<file path="src/hdl/fmb_tester_pkg.sv">
//------------------------------------------------------------
// DDR tester shared definitions
// Test geometry, timing constants, state enums and pattern rule
//------------------------------------------------------------
package fmb_tester_pkg;

	// AXI geometry, bit 32 of the address is the chip select
	localparam int AXI_ADDR_W = 33;
	localparam int AXI_DATA_W = 256;
	localparam int AXI_STRB_W = 32;
	localparam int BEAT_BYTES = AXI_DATA_W / 8;

	// Burst shape
	localparam int BURST_BEATS = 4;
	localparam int BURST_BYTES = BURST_BEATS * BEAT_BYTES;
	localparam int BEAT_IDX_W = $clog2(BURST_BEATS);

	// Test region from address 0
	localparam int TEST_BURSTS = 16;
	localparam int BURST_IDX_W = $clog2(TEST_BURSTS);

	// Controller configuration reset length
	localparam int CFG_RST_CYCLES = 16;
	localparam int CFG_CNT_W = $clog2(CFG_RST_CYCLES);

	// Kept short so the blink shows up in simulation
	localparam int BLINK_BITS = 4;

	localparam logic [1:0] RESP_OKAY = 2'b00;

	typedef enum logic {PASS_PLAIN, PASS_INVERT} test_pass_t;

	typedef enum logic [2:0] {SEQ_IDLE, SEQ_WRITE, SEQ_READ, SEQ_NEXT, SEQ_DONE} seq_state_t;

	typedef enum logic [2:0] {ENG_IDLE, ENG_AW, ENG_W, ENG_B, ENG_AR, ENG_R} eng_state_t;

	typedef enum logic [1:0] {HOLD, CFG_RST, CFG_START, READY} ddr_cfg_state_t;

	// Expected beat word
	// Lane index on top, beat address in the low 29 bits of each lane
	function automatic logic [AXI_DATA_W-1:0] pattern_beat(
		input logic [AXI_ADDR_W-1:0] addr,
		input test_pass_t pass
	);
		logic [AXI_DATA_W-1:0] word;
		for (int i = 0; i < AXI_DATA_W / 32; i++)
		begin
			word[i*32 +: 32] = {3'(i), addr[28:0]};
		end
		// Second pass flips every bit
		if (pass == PASS_INVERT)
			word = ~word;
		return word;
	endfunction

endpackage
</file>
<file path="src/hdl/burst_cmd_if.sv">
`timescale 1ns/1ps
//------------------------------------------------------------
// Burst command link
// Carries one burst request to the AXI engine and its verdict back
//------------------------------------------------------------
interface burst_cmd_if;
	import fmb_tester_pkg::*;

	// Request side, start is a single-cycle pulse
	logic                  start;
	logic                  wr;
	logic [AXI_ADDR_W-1:0] addr;
	test_pass_t            pass;

	// Completion side, bad is valid with the done pulse
	logic                  done;
	logic                  bad;

	// Test sequencer end
	modport seq (
		output start,
		output wr,
		output addr,
		output pass,
		input  done,
		input  bad
	);

	// Burst engine end
	modport eng (
		input  start,
		input  wr,
		input  addr,
		input  pass,
		output done,
		output bad
	);

endinterface

</file>
<file path="src/hdl/fmb_tester_top.sv">
`timescale 1ns/1ps
//------------------------------------------------------------
// DDR memory tester top level
// Reset, controller config, AXI pattern test and status LEDs
//------------------------------------------------------------
module fmb_tester_top (
	input  logic                                    iSCLK,
	input  logic                                    inPbSwX,
	input  logic                                    i_pll_bl1_locked,
	input  logic                                    i_pll_tl2_locked,
	// Controller configuration
	input  logic                                    i_cfg_done,
	output logic                                    o_cfg_reset,
	output logic                                    o_cfg_start,
	output logic                                    o_axi_nreset,
	// AXI4 master port
	output logic                                    o_awvalid,
	input  logic                                    i_awready,
	output logic [fmb_tester_pkg::AXI_ADDR_W-1:0]   o_awaddr,
	output logic                                    o_wvalid,
	input  logic                                    i_wready,
	output logic [fmb_tester_pkg::AXI_DATA_W-1:0]   o_wdata,
	output logic [fmb_tester_pkg::AXI_STRB_W-1:0]   o_wstrb,
	output logic                                    o_wlast,
	input  logic                                    i_bvalid,
	input  logic [1:0]                              i_bresp,
	output logic                                    o_bready,
	output logic                                    o_arvalid,
	input  logic                                    i_arready,
	output logic [fmb_tester_pkg::AXI_ADDR_W-1:0]   o_araddr,
	input  logic                                    i_rvalid,
	input  logic [fmb_tester_pkg::AXI_DATA_W-1:0]   i_rdata,
	input  logic [1:0]                              i_rresp,
	input  logic                                    i_rlast,
	output logic                                    o_rready,
	// User LEDs
	output logic [7:2]                              o_led
);

	logic srst_n;
	logic cfg_ready;
	logic test_run;
	logic test_done;
	logic test_fail;

	// Sequencer to engine
	burst_cmd_if cmd_bus ();

	//--------------------------------------------------------
	// Reset and controller bring-up
	sys_reset_gen u_sys_reset_gen (
		.iSCLK            (iSCLK),
		.inPbSwX          (inPbSwX),
		.i_pll_bl1_locked (i_pll_bl1_locked),
		.i_pll_tl2_locked (i_pll_tl2_locked),
		.o_srst_n         (srst_n)
	);

	ddr_reset_sequencer u_ddr_reset_sequencer (
		.iSCLK        (iSCLK),
		.inPbSwX      (inPbSwX),
		.i_srst_n     (srst_n),
		.i_cfg_done   (i_cfg_done),
		.o_cfg_reset  (o_cfg_reset),
		.o_cfg_start  (o_cfg_start),
		.o_axi_nreset (o_axi_nreset),
		.o_ready      (cfg_ready)
	);

	//--------------------------------------------------------
	// Pattern test
	mem_test_sequencer u_mem_test_sequencer (
		.iSCLK       (iSCLK),
		.inPbSwX     (inPbSwX),
		.i_ready     (cfg_ready),
		.o_cmd       (cmd_bus.seq),
		.o_test_run  (test_run),
		.o_test_done (test_done),
		.o_test_fail (test_fail)
	);

	axi_burst_engine u_axi_burst_engine (
		.iSCLK     (iSCLK),
		.inPbSwX   (inPbSwX),
		.i_cmd     (cmd_bus.eng),
		.o_awvalid (o_awvalid),
		.i_awready (i_awready),
		.o_awaddr  (o_awaddr),
		.o_wvalid  (o_wvalid),
		.i_wready  (i_wready),
		.o_wdata   (o_wdata),
		.o_wstrb   (o_wstrb),
		.o_wlast   (o_wlast),
		.i_bvalid  (i_bvalid),
		.i_bresp   (i_bresp),
		.o_bready  (o_bready),
		.o_arvalid (o_arvalid),
		.i_arready (i_arready),
		.o_araddr  (o_araddr),
		.i_rvalid  (i_rvalid),
		.i_rdata   (i_rdata),
		.i_rresp   (i_rresp),
		.i_rlast   (i_rlast),
		.o_rready  (o_rready)
	);

	//--------------------------------------------------------
	// Board LEDs
	status_led_driver u_status_led_driver (
		.iSCLK            (iSCLK),
		.inPbSwX          (inPbSwX),
		.i_pll_bl1_locked (i_pll_bl1_locked),
		.i_pll_tl2_locked (i_pll_tl2_locked),
		.i_cfg_done       (i_cfg_done),
		.i_test_run       (test_run),
		.i_test_done      (test_done),
		.i_test_fail      (test_fail),
		.o_led            (o_led)
	);

endmodule

</file>
<file path="src/hdl/status_led_driver.sv">
`timescale 1ns/1ps
//------------------------------------------------------------
// Status LED driver
// Registered lock, config and test status, blinking run LED
//------------------------------------------------------------
module status_led_driver (
	input  logic       iSCLK,
	input  logic       inPbSwX,
	input  logic       i_pll_bl1_locked,
	input  logic       i_pll_tl2_locked,
	input  logic       i_cfg_done,
	input  logic       i_test_run,
	input  logic       i_test_done,
	input  logic       i_test_fail,
	output logic [7:2] o_led
);
	import fmb_tester_pkg::*;

	// Blink divider, runs only while the test is active
	logic [BLINK_BITS-1:0] blink;

	always_ff @(posedge iSCLK or negedge inPbSwX)
	begin
		if (!inPbSwX)
		begin
			blink <= '0;
			o_led <= '0;
		end
		else
		begin
			if (i_test_run)
				blink <= blink + 1'b1;
			else
				blink <= '0;
			o_led[2] <= i_pll_bl1_locked;
			o_led[3] <= i_pll_tl2_locked;
			o_led[4] <= i_cfg_done;
			o_led[5] <= i_test_fail;
			o_led[6] <= i_test_done;
			// Run LED dark outside the test
			o_led[7] <= i_test_run & blink[BLINK_BITS-1];
		end
	end

endmodule

</file>
<file path="src/hdl/axi_burst_engine.sv">
`timescale 1ns/1ps
//------------------------------------------------------------
// AXI burst engine
// Runs one write or read burst and checks the read data
//------------------------------------------------------------
module axi_burst_engine (
	input  logic                                    iSCLK,
	input  logic                                    inPbSwX,
	burst_cmd_if.eng                                i_cmd,
	// Write address
	output logic                                    o_awvalid,
	input  logic                                    i_awready,
	output logic [fmb_tester_pkg::AXI_ADDR_W-1:0]   o_awaddr,
	// Write data
	output logic                                    o_wvalid,
	input  logic                                    i_wready,
	output logic [fmb_tester_pkg::AXI_DATA_W-1:0]   o_wdata,
	output logic [fmb_tester_pkg::AXI_STRB_W-1:0]   o_wstrb,
	output logic                                    o_wlast,
	// Write response
	input  logic                                    i_bvalid,
	input  logic [1:0]                              i_bresp,
	output logic                                    o_bready,
	// Read address
	output logic                                    o_arvalid,
	input  logic                                    i_arready,
	output logic [fmb_tester_pkg::AXI_ADDR_W-1:0]   o_araddr,
	// Read data
	input  logic                                    i_rvalid,
	input  logic [fmb_tester_pkg::AXI_DATA_W-1:0]   i_rdata,
	input  logic [1:0]                              i_rresp,
	input  logic                                    i_rlast,
	output logic                                    o_rready
);
	import fmb_tester_pkg::*;

	eng_state_t state;
	// Current beat address, burst base while an address is out
	logic [AXI_ADDR_W-1:0] addr_q;
	logic [BEAT_IDX_W-1:0] beat;
	test_pass_t            pass_q;
	logic                  bad;
	logic                  done;
	logic                  last_beat;
	logic                  beat_err;

	assign last_beat = (beat == BEAT_IDX_W'(BURST_BEATS - 1));

	// Read beat check
	// Data, response, and RLAST only on the final beat
	assign beat_err = (i_rdata != pattern_beat(addr_q, pass_q)) ||
		(i_rresp != RESP_OKAY) || (i_rlast != last_beat);

	always_ff @(posedge iSCLK or negedge inPbSwX)
	begin
		if (!inPbSwX)
		begin
			state     <= ENG_IDLE;
			o_awvalid <= 1'b0;
			o_wvalid  <= 1'b0;
			o_wlast   <= 1'b0;
			o_bready  <= 1'b0;
			o_arvalid <= 1'b0;
			o_rready  <= 1'b0;
			beat      <= '0;
			pass_q    <= PASS_PLAIN;
			bad       <= 1'b0;
			done      <= 1'b0;
		end
		else
		begin
			done <= 1'b0;
			case (state)
			//----------------------------------------------------
			// Latch the command, raise the address valid
			ENG_IDLE:
				if (i_cmd.start)
				begin
					pass_q <= i_cmd.pass;
					bad    <= 1'b0;
					beat   <= '0;
					if (i_cmd.wr)
					begin
						o_awvalid <= 1'b1;
						state     <= ENG_AW;
					end
					else
					begin
						o_arvalid <= 1'b1;
						state     <= ENG_AR;
					end
				end
			//----------------------------------------------------
			// Write path
			ENG_AW:
				if (i_awready)
				begin
					o_awvalid <= 1'b0;
					o_wvalid  <= 1'b1;
					o_wlast   <= (BURST_BEATS == 1);
					state     <= ENG_W;
				end
			ENG_W:
				if (i_wready)
				begin
					if (o_wlast)
					begin
						o_wvalid <= 1'b0;
						o_wlast  <= 1'b0;
						o_bready <= 1'b1;
						state    <= ENG_B;
					end
					else
					begin
						beat    <= beat + 1'b1;
						o_wlast <= (beat == BEAT_IDX_W'(BURST_BEATS - 2));
					end
				end
			// Response ends the write burst
			ENG_B:
				if (i_bvalid)
				begin
					o_bready <= 1'b0;
					bad      <= bad | (i_bresp != RESP_OKAY);
					done     <= 1'b1;
					state    <= ENG_IDLE;
				end
			//----------------------------------------------------
			// Read path
			ENG_AR:
				if (i_arready)
				begin
					o_arvalid <= 1'b0;
					o_rready  <= 1'b1;
					state     <= ENG_R;
				end
			ENG_R:
				if (i_rvalid)
				begin
					bad  <= bad | beat_err;
					beat <= beat + 1'b1;
					if (last_beat)
					begin
						o_rready <= 1'b0;
						done     <= 1'b1;
						state    <= ENG_IDLE;
					end
				end
			default:
				state <= ENG_IDLE;
			endcase
		end
	end

	// Beat address follows accepted beats, held while waiting
	always_ff @(posedge iSCLK)
	begin
		if (state == ENG_IDLE && i_cmd.start)
			addr_q <= i_cmd.addr;
		else if ((state == ENG_AW && i_awready) || (state == ENG_W && i_wready) ||
			(state == ENG_R && i_rvalid))
			addr_q <= addr_q + AXI_ADDR_W'(BEAT_BYTES);
	end

	// Write data tracks the beat address
	always_ff @(posedge iSCLK)
	begin
		if ((state == ENG_AW && i_awready) || (state == ENG_W && i_wready && !o_wlast))
			o_wdata <= pattern_beat(addr_q, pass_q);
	end

	// Base address is steady for the whole address phase
	assign o_awaddr = addr_q;
	assign o_araddr = addr_q;
	// Full-width writes only
	assign o_wstrb  = {AXI_STRB_W{1'b1}};

	assign i_cmd.done = done;
	assign i_cmd.bad  = bad;

endmodule

</file>
<file path="src/hdl/mem_test_sequencer.sv">
`timescale 1ns/1ps
//------------------------------------------------------------
// Memory test sequencer
// Walks passes and bursts, issues commands, keeps the verdict
//------------------------------------------------------------
module mem_test_sequencer (
	input  logic       iSCLK,
	input  logic       inPbSwX,
	input  logic       i_ready,
	burst_cmd_if.seq   o_cmd,
	output logic       o_test_run,
	output logic       o_test_done,
	output logic       o_test_fail
);
	import fmb_tester_pkg::*;

	seq_state_t state;
	// Burst index within a pass
	logic [BURST_IDX_W-1:0] idx;
	logic       start;
	logic       wr;
	test_pass_t pass;
	logic       last_burst;

	assign last_burst = (idx == BURST_IDX_W'(TEST_BURSTS - 1));

	always_ff @(posedge iSCLK or negedge inPbSwX)
	begin
		if (!inPbSwX)
		begin
			state       <= SEQ_IDLE;
			idx         <= '0;
			start       <= 1'b0;
			wr          <= 1'b0;
			pass        <= PASS_PLAIN;
			o_test_run  <= 1'b0;
			o_test_done <= 1'b0;
			o_test_fail <= 1'b0;
		end
		else
		begin
			// Start is a pulse
			start <= 1'b0;
			// Sticky fail from any bad burst
			if (o_cmd.done && o_cmd.bad)
				o_test_fail <= 1'b1;

			case (state)
			//----------------------------------------------------
			// First write of pass 0
			SEQ_IDLE:
				if (i_ready)
				begin
					idx        <= '0;
					wr         <= 1'b1;
					pass       <= PASS_PLAIN;
					start      <= 1'b1;
					o_test_run <= 1'b1;
					state      <= SEQ_WRITE;
				end
			//----------------------------------------------------
			// Write all bursts, then turn to reads
			SEQ_WRITE:
				if (o_cmd.done)
				begin
					start <= 1'b1;
					if (last_burst)
					begin
						idx   <= '0;
						wr    <= 1'b0;
						state <= SEQ_READ;
					end
					else
						idx <= idx + 1'b1;
				end
			//----------------------------------------------------
			// Read back all bursts
			SEQ_READ:
				if (o_cmd.done)
				begin
					if (!last_burst)
					begin
						idx   <= idx + 1'b1;
						start <= 1'b1;
					end
					else if (pass == PASS_PLAIN)
						state <= SEQ_NEXT;
					else
					begin
						// End of pass 1
						o_test_run  <= 1'b0;
						o_test_done <= 1'b1;
						state       <= SEQ_DONE;
					end
				end
			// Inverted pass from address 0
			SEQ_NEXT:
			begin
				idx   <= '0;
				wr    <= 1'b1;
				pass  <= PASS_INVERT;
				start <= 1'b1;
				state <= SEQ_WRITE;
			end
			// Done holds until reset
			default:
				state <= SEQ_DONE;
			endcase
		end
	end

	// Burst base from the index
	assign o_cmd.start = start;
	assign o_cmd.wr    = wr;
	assign o_cmd.pass  = pass;
	assign o_cmd.addr  = AXI_ADDR_W'(idx) * AXI_ADDR_W'(BURST_BYTES);

endmodule

</file>
<file path="src/hdl/ddr_reset_sequencer.sv">
`timescale 1ns/1ps
//------------------------------------------------------------
// Controller configuration sequencer
// Steps config reset, config start and AXI reset release
//------------------------------------------------------------
module ddr_reset_sequencer (
	input  logic iSCLK,
	input  logic inPbSwX,
	input  logic i_srst_n,
	input  logic i_cfg_done,
	output logic o_cfg_reset,
	output logic o_cfg_start,
	output logic o_axi_nreset,
	output logic o_ready
);
	import fmb_tester_pkg::*;

	ddr_cfg_state_t state;
	// Counts cycles of the config reset
	logic [CFG_CNT_W-1:0] cnt;

	always_ff @(posedge iSCLK or negedge inPbSwX)
	begin
		if (!inPbSwX)
		begin
			state        <= HOLD;
			cnt          <= '0;
			o_cfg_reset  <= 1'b0;
			o_cfg_start  <= 1'b0;
			o_axi_nreset <= 1'b0;
		end
		else
		begin
			case (state)
			//----------------------------------------------------
			// Wait for system reset release
			HOLD:
				if (i_srst_n)
				begin
					o_cfg_reset <= 1'b1;
					cnt         <= '0;
					state       <= CFG_RST;
				end
			//----------------------------------------------------
			// Config reset, fixed length
			CFG_RST:
				if (cnt == CFG_CNT_W'(CFG_RST_CYCLES - 1))
				begin
					o_cfg_reset  <= 1'b0;
					o_cfg_start  <= 1'b1;
					// AXI side leaves reset with start
					o_axi_nreset <= 1'b1;
					state        <= CFG_START;
				end
				else
					cnt <= cnt + 1'b1;
			//----------------------------------------------------
			// Start held until the controller reports done
			CFG_START:
				if (i_cfg_done)
				begin
					o_cfg_start <= 1'b0;
					state       <= READY;
				end
			// Ready stays until the button
			default:
				state <= READY;
			endcase
		end
	end

	// Kicks off the test sequencer
	assign o_ready = (state == READY);

endmodule

</file>
<file path="src/hdl/sys_reset_gen.sv">
`timescale 1ns/1ps
//------------------------------------------------------------
// System reset generator
// Holds reset until both PLLs lock, then releases it for good
//------------------------------------------------------------
module sys_reset_gen (
	input  logic iSCLK,
	input  logic inPbSwX,
	input  logic i_pll_bl1_locked,
	input  logic i_pll_tl2_locked,
	output logic o_srst_n
);

	// Two-stage lock synchronizer
	logic lock_meta;
	logic lock_sync;

	always_ff @(posedge iSCLK or negedge inPbSwX)
	begin
		if (!inPbSwX)
		begin
			lock_meta <= 1'b0;
			lock_sync <= 1'b0;
			o_srst_n  <= 1'b0;
		end
		else
		begin
			// Both locks needed
			lock_meta <= i_pll_bl1_locked & i_pll_tl2_locked;
			lock_sync <= lock_meta;
			// Release once, only the button brings reset back
			if (lock_sync)
				o_srst_n <= 1'b1;
		end
	end

endmodule

</file>
<file path="config.mk">
export PLATFORM = sky130hd
export DESIGN_NAME = fmb_tester_top
export DESIGN_NICKNAME = d
export VERILOG_FILES = /design/src/hdl/fmb_tester_pkg.sv /design/src/hdl/burst_cmd_if.sv /design/src/hdl/fmb_tester_top.sv /design/src/hdl/status_led_driver.sv /design/src/hdl/axi_burst_engine.sv /design/src/hdl/mem_test_sequencer.sv /design/src/hdl/ddr_reset_sequencer.sv /design/src/hdl/sys_reset_gen.sv
export SDC_FILE = /design/constraint.sdc
export NUM_CORES = 1
export LEC_CHECK = 0
export BUFFER_PORTS_ARGS = -buffer_cell sky130_fd_sc_hd__clkbuf_2
export CAP_MARGIN = 20
export CORE_AREA = 2 2 246 248
export DETAILED_ROUTE_END_ITERATION = 16
export DIE_AREA = 0 0 248 250
export SETUP_SLACK_MARGIN = 0.05
export SLEW_MARGIN = 20
export SYNTH_ARGS = -nofsm -noshare
export SYNTH_HDL_FRONTEND = slang
export SYNTH_SLANG_ARGS = --single-unit
export TNS_END_PERCENT = 30
</file>
<file path="constraint.sdc">
create_clock -name iSCLK -period 5.3 [get_ports iSCLK]
set_input_delay 0.265 -clock iSCLK [delete_from_list [all_inputs] [get_ports iSCLK]]
set_output_delay 0.265 -clock iSCLK [all_outputs]
set_load 0.005 [all_outputs]
</file>
Word-level counts from Yosys, hierarchy flattened. Index checks and enable logic that the tools add are counted.

Flip-flop bits (word level): 338. Output and inout bits: 369. Word-level logic and storage cells: 224.

$add $sub $neg: 5. Equal/unequal tests: 39. Mux-type cells: 91. Bitwise operators: 5. Reduce and logical (&&, ||, !) cells: 52.

Operator list (count): two-way mux 256 bit (1); != test 256 bit (1); inverter 256 bit (1); two-way mux 3 bit (15); two-way mux 1 bit (38); adder 33 x 6 -> 33 bit (second input constant) (1); two-way mux 4 bit (8); AND reduction 4 bit (8); != test 2 bit (second input constant) (14); nonzero test 2 bit (12); two-way mux 11 bit (2); case mux 1 bit (2 select lines) (11); AND reduction 5 bit (4); case mux 3 bit (6 select lines) (1); != test 2 x 1 -> 1 bit (second input constant) (8); case mux 4 bit (4 select lines) (1); AND reduction 3 bit (5); two-way mux 2 bit (7); adder 4 x 1 -> 4 bit (second input constant) (3); == test 3 x 2 -> 1 bit (second input constant) (4); case mux 2 bit (3 select lines) (2); case mux 3 bit (4 select lines) (1); nonzero test 3 bit (3); == test 2 bit (second input constant) (4); other kinds (19) (37).

Depth between registers and ports, before layout. Gate-level depths: netlist of the first run.

Depth after elaboration: 8. Depth in mapped cells: 13. Depth with buffers taken out: 8.

Cells and area by module. From an unflattened synthesis of the first run, not the netlist that was laid out.

Cell total of the unflattened synthesis: 1419. Area, all modules: 11872.6 um2.

Modules (own cells, without submodules): axi_burst_engine (times used 1, cells an instance 1253, area each 10129.7 um2, seq. area each 2272.2 um2); mem_test_sequencer (times used 1, cells an instance 99, area each 890.9 um2, seq. area each 325.3 um2); ddr_reset_sequencer (times used 1, cells an instance 43, area each 441.7 um2, seq. area each 225.2 um2); status_led_driver (times used 1, cells an instance 19, area each 322.8 um2, seq. area each 250.2 um2); sys_reset_gen (times used 1, cells an instance 5, area each 87.6 um2, seq. area each 75.1 um2).

Worst setup path before layout of the first run. Ideal clock, no wire load.

Kind: flip-flop to flip-flop. Start point: reg u_axi_burst_engine.state[1]. End point: reg u_axi_burst_engine.o_wdata[228] (netlist name), enable pin. Arrival: 2.335 ns. Required time: 4.882 ns. Path slack: 2.548 ns. Stages on the path, launching flop included: 5. Path buffers: 1. Cells stage by stage: dfrtp_1 > clkbuf_1 > nor2b_1 > nand2_1 > a21oi_1.

Word-level cells in the longest chain between the ends: 4. Elaborated cells between the ends (all ways): 6. Those cells by class: eq/ne (2); reduce/logical (4).

Ends and longest elaborated chain: start, declared (line axi_burst_engine.sv:37) `eng_state_t state;`; start signal, assigned (line axi_burst_engine.sv:58) `state <= ENG_IDLE;`; start signal, assigned (line axi_burst_engine.sv:85) `state <= ENG_AW;`; start signal, assigned (line axi_burst_engine.sv:90) `state <= ENG_AR;`; == test 3 x 2 -> 1 bit (line axi_burst_engine.sv:168) `if ((state == ENG_AW && i_awready) || (state == ENG_W && i_wready && !o_wlast))`; logical AND 1 bit (2 in a row) (line axi_burst_engine.sv:168); logical OR 1 bit * (line axi_burst_engine.sv:168); end signal, assigned (line axi_burst_engine.sv:169) `o_wdata <= pattern_beat(addr_q, pass_q);`; end, declared (line axi_burst_engine.sv:17) `output logic [fmb_tester_pkg::AXI_DATA_W-1:0] o_wdata,`.

Every way passes the cells marked *; elsewhere a longest branch is shown, timed or not. A chain may end at the register's enable or synchronous reset.

Worst setup path in the final report of the first run.
Start point: reg u_axi_burst_engine.pass_q. End point: reg u_axi_burst_engine.bad (netlist: u_axi_burst_engine.i_cmd.bad).

Word-level cells in the longest chain between the ends: 7.

Ends and longest elaborated chain: start, declared (line axi_burst_engine.sv:41) `test_pass_t pass_q;`; start signal, assigned (line axi_burst_engine.sv:79) `pass_q <= i_cmd.pass;`; two-way mux 256 bit; != test 256 bit (line axi_burst_engine.sv:51) `assign beat_err = (i_rdata != pattern_beat(addr_q, pass_q)) ||`; logical OR 1 bit (line axi_burst_engine.sv:51); logical OR 1 bit (line axi_burst_engine.sv:52) `(i_rresp != RESP_OKAY) || (i_rlast != last_beat);`; OR 1 bit (line axi_burst_engine.sv:140) `bad <= bad | beat_err;`; two-way mux 1 bit (line axi_burst_engine.sv:138) `if (i_rvalid)`; case mux 1 bit (3 select lines) (line axi_burst_engine.sv:73) `case (state)`; end signal, assigned (line axi_burst_engine.sv:124) `bad <= bad | (i_bresp != RESP_OKAY);`; end signal, assigned (line axi_burst_engine.sv:140); end, declared (line axi_burst_engine.sv:42) `logic bad;`.

No other way between the ends. The select of a mux whose other input is x is not followed.

==> metrics.yaml, run 1 <==
status: "finished, final reports clean"
htreeDepth: 3
mostFrequentLayoutCell: "clkbuf_2"
gp_congestion: 0.9495
worstSetupStartpointType: "register"
finalSetupViolCount: 0
worstPathRequired_ns: 5.54
yosysTopAreaCell: "buf_4"
syn_area_um2: 10730
routed_wl_um: 62420
antenna_left: 0
maxSlewHeadroom: 0.2191
nNetsFinal: 1934
cts.sink_count: 103
instances_no_fill: 2463
finClkSkew_ns: 0.009007
wl_per_cell_um: 25.34
core_um2: 59570
seq_area_frac_synth: 0.2429
grt_overflow: 0
io_pins: 640
arrival_ns: 3.96
yosysUniqueCellTypes: 76
synth-seq-cells: 103
cp_cell_sequence: "xnor2_1, o22ai_1, a2111oi_0, nand4_1, or4_1, nor4_1, a21oi_1"
synth.area.mux_share: 0.01655
drcViolationCount: 0
clockBufferDepth: 2
finalCritPeriodShare: 0.7018
dieWidth_um: 248
synth.top_cells.by_area: "buf_4 (21%), dfrtp_1 (11%), edfxtp_1 (8.4%), xnor2_1 (6.1%), xor2_1 (4.7%)"
final.setup.tns_ns: 0
slowest_delay_ns: 1.10
fin_total_pwr_mw: 4.792
die_area_um2: 62000
ir_drop_mv: 0.2732
place_area_um2: 12460
ys.flop_type: "dfrtp_1"
fmax_ghz: 0.2688
n_fill_cell: 6684
antenna_found_initial: 50
start_util: 0.1802
crit_buf_inv: 0
yosys_warnings: 0
post_drt_via_cell_ratio: 4.500
path_clk_slew_ns: 0.09
final_area_um2: 12840
tightest_slew_ns: 1.170
insertion_delay_ns: 0.38
rsz0062_at_grt: "no"
cts_root_buf: "clkbuf_16"
p_per_area_nw_per_um2: 373.2
synth_xor_area_frac: 0.1167
grt_first_pass_wirelength_um: 80900
multiInputGateArea_um2: 5493
path_class: "register to register"
yosys.area.top_type_share: 0.2119
p_leak_nw: 5.972
fin_crit_ns: 3.720
synth_fa_ha_area_frac: 0.006995
cap_violations: 0
hold_violations: 0
grt_start_max_net_pins: 75
synth_edf_count: 30
cts_made_buffers: 9
final_max_slew_viol_count: 0
synth_compound_area_frac: 0.1669
row_count: 90
die_height_um: 250
seq_area_um2: 2611
synthSimpleGateAreaFrac: 0.1889
vias: 11080
hp-class: "input pin to asynchronous set/reset pin"
post_cts_buffers: 0
dp.cells: 2426
cts_tree: "yes"
grt_pass1_vias: 9690
async_reset_ff_frac: 0.4757
cp_max_fo: 74
layout_common_cells: "clkbuf_2 (597), nand2_1 (87), nor2_1 (77)"
cpLargestDelayFamily: "compound AO/OA/AOI/OAI gates"
hpwl_um: 53430
drive_above_1_share: 0.3953
slowest_stage: "dfrtp_4"
grt_usage: 0.1909
syn_avg_cell_area_um2: 7.933
syn_to_final_growth_pct: 19.64
io_buffers: 597
netlist_instances: 1353
drtIter0Drc: 998
first_pass_iters: 6
crit_path_end_kind: "register"
synth_top_family_by_area: "buffers and inverters"
-- timing repair --
| item | CTS | global route |
|---|---|---|
| resized for setup | 0 | 0 |
| hold buffers | 2 | 0 |
| hold endpoints to repair | 2 | 0 |
-- final cells by class --
type	instances	area share
inverters	69	0.02017
clock buffers	9	0.01754
diodes	19	0.003703
clock inverters	7	0.007113
well taps	782	0.07620
multi-input cells	858	0.4277
repair buffers	616	0.2442
flip-flops and latches	103	0.2034
-- kinds of logic after synthesis --
family / count (synthesis)
buffers and inverters: 432
xor gates and xnor gates: 137
adders and majority gates: 6
and+or+nand+nor: 394
DFF: 103
muxes: 16
AOI/OAI and AO/OA: 263
other: 2
-- per-stage QoR --
stage / hold WS [ns] / utilization / setup WS, ns
after floorplan: -0.03059 / - / 2.548
after global placement: 0.3349 / 0.2091 / 1.814
after detailed placement: 0.3347 / 0.2091 / 1.757
after CTS: 0.0001004 / 0.2148 / 1.731
after global routing: 0.004341 / 0.2149 / 1.442
final: 0.01134 / 0.2156 / 1.580
-- state kept, by name, indices dropped and copies added (netlist names), 2 cells and up --
register	cells
u_axi_burst_engine.state	3
u_axi_burst_engine.beat	2
u_ddr_reset_sequencer.state	2
u_axi_burst_engine.o_araddr	28
u_axi_burst_engine.o_wdata	26
u_ddr_reset_sequencer.cnt	4
u_mem_test_sequencer.idx	4
u_mem_test_sequencer.state	3
u_status_led_driver.blink	4
u_status_led_driver.o_led	6
-- report_power, final --
group / switching [mW] / internal, mW / total, mW
sequential: 0.619 / 1.07 / 1.69
combinational: 1.32 / 1.04 / 2.36
clock: 0.392 / 0.346 / 0.738
-- routing by layer --
| metal | track usage | vias to the layer above | part of all wire |
|---|---|---|---|
| met1 | 0.2161 | 5228 | 0.37 |
| met2 | 0.3218 | 611 | 0.48 |
| met4 | 0.03405 | 66 | 0.017 |
| li1 | - | 5058 | - |
| met3 | 0.09721 | 120 | 0.13 |
| met5 | 0 | - | 0.0066 |
-- cell usage after synthesis, drive strengths merged (11+ instances only) --
cell type,count
a211oi,11
a21oi,39
a22oi,11
a31oi,12
buf,325
clkbuf,38
dfrtp,49
dfxtp,24
edfxtp,30
inv,68
mux2i,11
nand2,87
nand3,38
nand4,33
nor2,77
nor2b,20
nor3,36
nor4,25
o2111ai,12
o21ai,62
o22ai,23
or4,16
xnor2,77
xor2,60
-- worst reg2reg max path, stage by stage (launching register included) --
cell       delay [ns]
dfrtp_4          1.10
xnor2_1          0.37
o22ai_1          0.21
a2111oi_0        0.83
nand4_1          0.19
or4_1            0.46
nor4_1           0.31
a21oi_1          0.10
-- path summary, 6_finish.rpt --
path,from,to,slack [ns],depth (start not counted)
max in group asynchronous,inPbSwX,u_axi_burst_engine.pass_q,4.77,2
worst max register to register,u_axi_burst_engine.pass_q,u_axi_burst_engine.i_cmd.bad,1.58,7
worst min register to register,u_sys_reset_gen.lock_meta,u_sys_reset_gen.lock_sync,0.35,0
min in group iSCLK,i_cfg_done,u_status_led_driver.o_led[4],0.02,1
worst max-delay path,u_axi_burst_engine.pass_q,u_axi_burst_engine.i_cmd.bad,1.58,7
worst min-delay path,inPbSwX,u_status_led_driver.o_led[4],0.01,2
Power figures use the tool's default switching activity.
==> run 2: changes to the inputs <==
==> constraint.sdc (replaced) <==
create_clock -name iSCLK -period 3.57 [get_ports iSCLK]
set_input_delay 0.1785 -clock iSCLK [delete_from_list [all_inputs] [get_ports iSCLK]]
set_output_delay 0.1785 -clock iSCLK [all_outputs]
set_load 0.005 [all_outputs]
==> metrics.yaml, run 2 (synthesis results as in run 1) <==
status: "finished, final reports clean"  # unchanged
rsz0062_at_grt: "no"  # unchanged
mostFrequentLayoutCell: "clkbuf_2"  # unchanged
crit_path_end_kind: "register"  # unchanged
multiInputGateArea_um2: 5493  # unchanged
drtIter0Drc: 968  # was 998
instances_no_fill: 2489  # was 2463
cap_violations: 0  # unchanged
finalSetupViolCount: 0  # unchanged
drive_above_1_share: 0.4048  # was 0.3953
cts_root_buf: "clkbuf_16"  # unchanged
nNetsFinal: 1964  # was 1934
path_clk_slew_ns: 0.08  # was 0.09 ns
final_max_slew_viol_count: 0  # unchanged
p_leak_nw: 6.131  # was 5.972 nW
fin_crit_ns: 3.257  # was 3.720 ns
utilization: 0.2196  # was 0.2156
cts_made_buffers: 9  # unchanged
maxSlewHeadroom: 0.3394  # was 0.2191
tightest_slew_ns: 0.9826  # was 1.170 ns
grt_start_max_net_pins: 63  # was 75
final.setup.tns_ns: 0  # unchanged
reg2reg_slack_ns: 0.31  # was 1.58 ns
dieWidth_um: 248  # unchanged
die_area_um2: 62000  # unchanged
worstSetupStartpointType: "register"  # unchanged
gp_congestion: 0.9795  # was 0.9495
layout_common_cells: "clkbuf_2 (597), nand2_1 (87), nor2_1 (77)"  # unchanged
clockBufferDepth: 2  # unchanged
grt_first_pass_wirelength_um: 82760  # was 80900 um
cp_max_fo: 13  # was 74
fin_ws_ns: 0.3134  # was 1.580 ns
fmax_ghz: 0.3071  # was 0.2688 GHz
cts.sink_count: 103  # unchanged
die_height_um: 250  # unchanged
row_count: 90  # unchanged
n_fill_cell: 6710  # was 6684
post_drt_via_cell_ratio: 4.507  # was 4.500
grt_usage: 0.1947  # was 0.1909
p_per_area_nw_per_um2: 557.9  # was 373.2 nW/um2
routed_wl_um: 63540  # was 62420 um
ir_drop_mv: 0.4297  # was 0.2732 mV
drcViolationCount: 0  # unchanged
largest_reg_flops: 28  # unchanged
place_ws_ns: 0.4870  # was 1.757 ns
antenna_left: 0  # unchanged
hp-class: "input pin to register"  # was input pin to asynchronous set/reset pin
core_um2: 59570  # unchanged
first_pass_iters: 6  # unchanged
dp.cells: 2454  # was 2426
antenna_found_initial: 53  # was 50
grt_pass1_vias: 9982  # was 9690
io_buffers: 597  # unchanged
syn_to_final_growth_pct: 21.89  # was 19.64%
grt_overflow: 0  # unchanged
path_class: "register to register"  # unchanged
htreeDepth: 3  # unchanged
finalCritPeriodShare: 0.9122  # was 0.7018
cts_tree: "yes"  # unchanged
insertion_delay_ns: 0.39  # was 0.38 ns
arrival_ns: 3.50  # was 3.96 ns
io_pins: 640  # unchanged
finClkSkew_ns: 0.006805  # was 0.009007 ns
hpwl_um: 54510  # was 53430 um
hold_violations: 0  # unchanged
wl_per_cell_um: 25.53  # was 25.34 um
vias: 11220  # was 11080
post_cts_buffers: 0  # unchanged
worstPathRequired_ns: 3.81  # was 5.54 ns
seq_area_um2: 2611  # unchanged
start_util: 0.1802  # unchanged
## run 2: changes by cell type in the layout (fill, tap and decap cells not counted), sizes merged
cell         change
inv              -1
buf             +28
bufinv           +1
clkbuf           +1
dlygate4sd3      +2
clkinv           -1
diode            -4
## run 2: area by class of cell
cell class,instances,share of cell area
timing repair buffer,646,0.2592
tap,782,0.07479
multi-input combinational,858,0.4199
inverter,69,0.01980
clock buffer,10,0.01827
sequential,103,0.1996
antenna,15,0.002869
clock inverter,6,0.005643
## run 2: metal layers
metal | track usage | vias up | wire length (um)
li1 | - | 5109 | -
met5 | 0 | - | 460
met1 | 0.2204 | 5251 | 23750
met4 | 0.04551 | 72 | 1560
met2 | 0.3204 | 645 | 29780
met3 | 0.1030 | 142 | 7992
## run 2: timing repair
action,4_1_cts,5_1_grt
hold buffers,4,0
hold endpoints to repair,21,0
gates resized for setup,0,0
## run 2: path summary, 6_finish.rpt
| check | start | end | depth (start not counted) |
|---|---|---|---|
| worst max-delay path | u_axi_burst_engine.pass_q | u_axi_burst_engine.i_cmd.bad | 8 |
| worst min-delay path | i_bvalid | u_axi_burst_engine.i_cmd.done | 3 |
| worst max register to register | u_axi_burst_engine.pass_q | u_axi_burst_engine.i_cmd.bad | 8 |
| worst min register to register | u_sys_reset_gen.lock_meta | u_sys_reset_gen.lock_sync | 0 |
| max in group asynchronous | inPbSwX | u_axi_burst_engine.pass_q | 3 |
| min in group asynchronous | inPbSwX | u_status_led_driver.o_led[3] | 2 |
## run 2: worst max-delay path, stage by stage, from the launching register on
cell,delay [ns]
dfrtp_4,0.60
buf_4,0.26
xnor2_1,0.42
o22ai_1,0.16
a2111oi_0,0.57
nand4_1,0.18
or4_1,0.44
nor4_1,0.37
a21oi_1,0.11
## run 2: per-stage QoR
step	total power, mW	area, um2	hold slack, ns
2_1_floorplan	4.999	10880	-0.1171
3_3_place_gp	6.193	12690	0.1634
3_5_place_dp	6.213	12690	0.1679
4_1_cts	7.352	13050	0.07461
5_1_grt	7.788	13050	0.1111
6_report	7.299	13080	0.08548
## run 2: power by group
| group | switching [mW] | leakage, nW | internal, mW |
|---|---|---|---|
| Sequential | 0.762 | 1.05 | 1.59 |
| Clock | 0.552 | 0.156 | 0.577 |
| Combinational | 2.17 | 4.92 | 1.65 |
| Total | 3.48 | 6.13 | 3.82 |
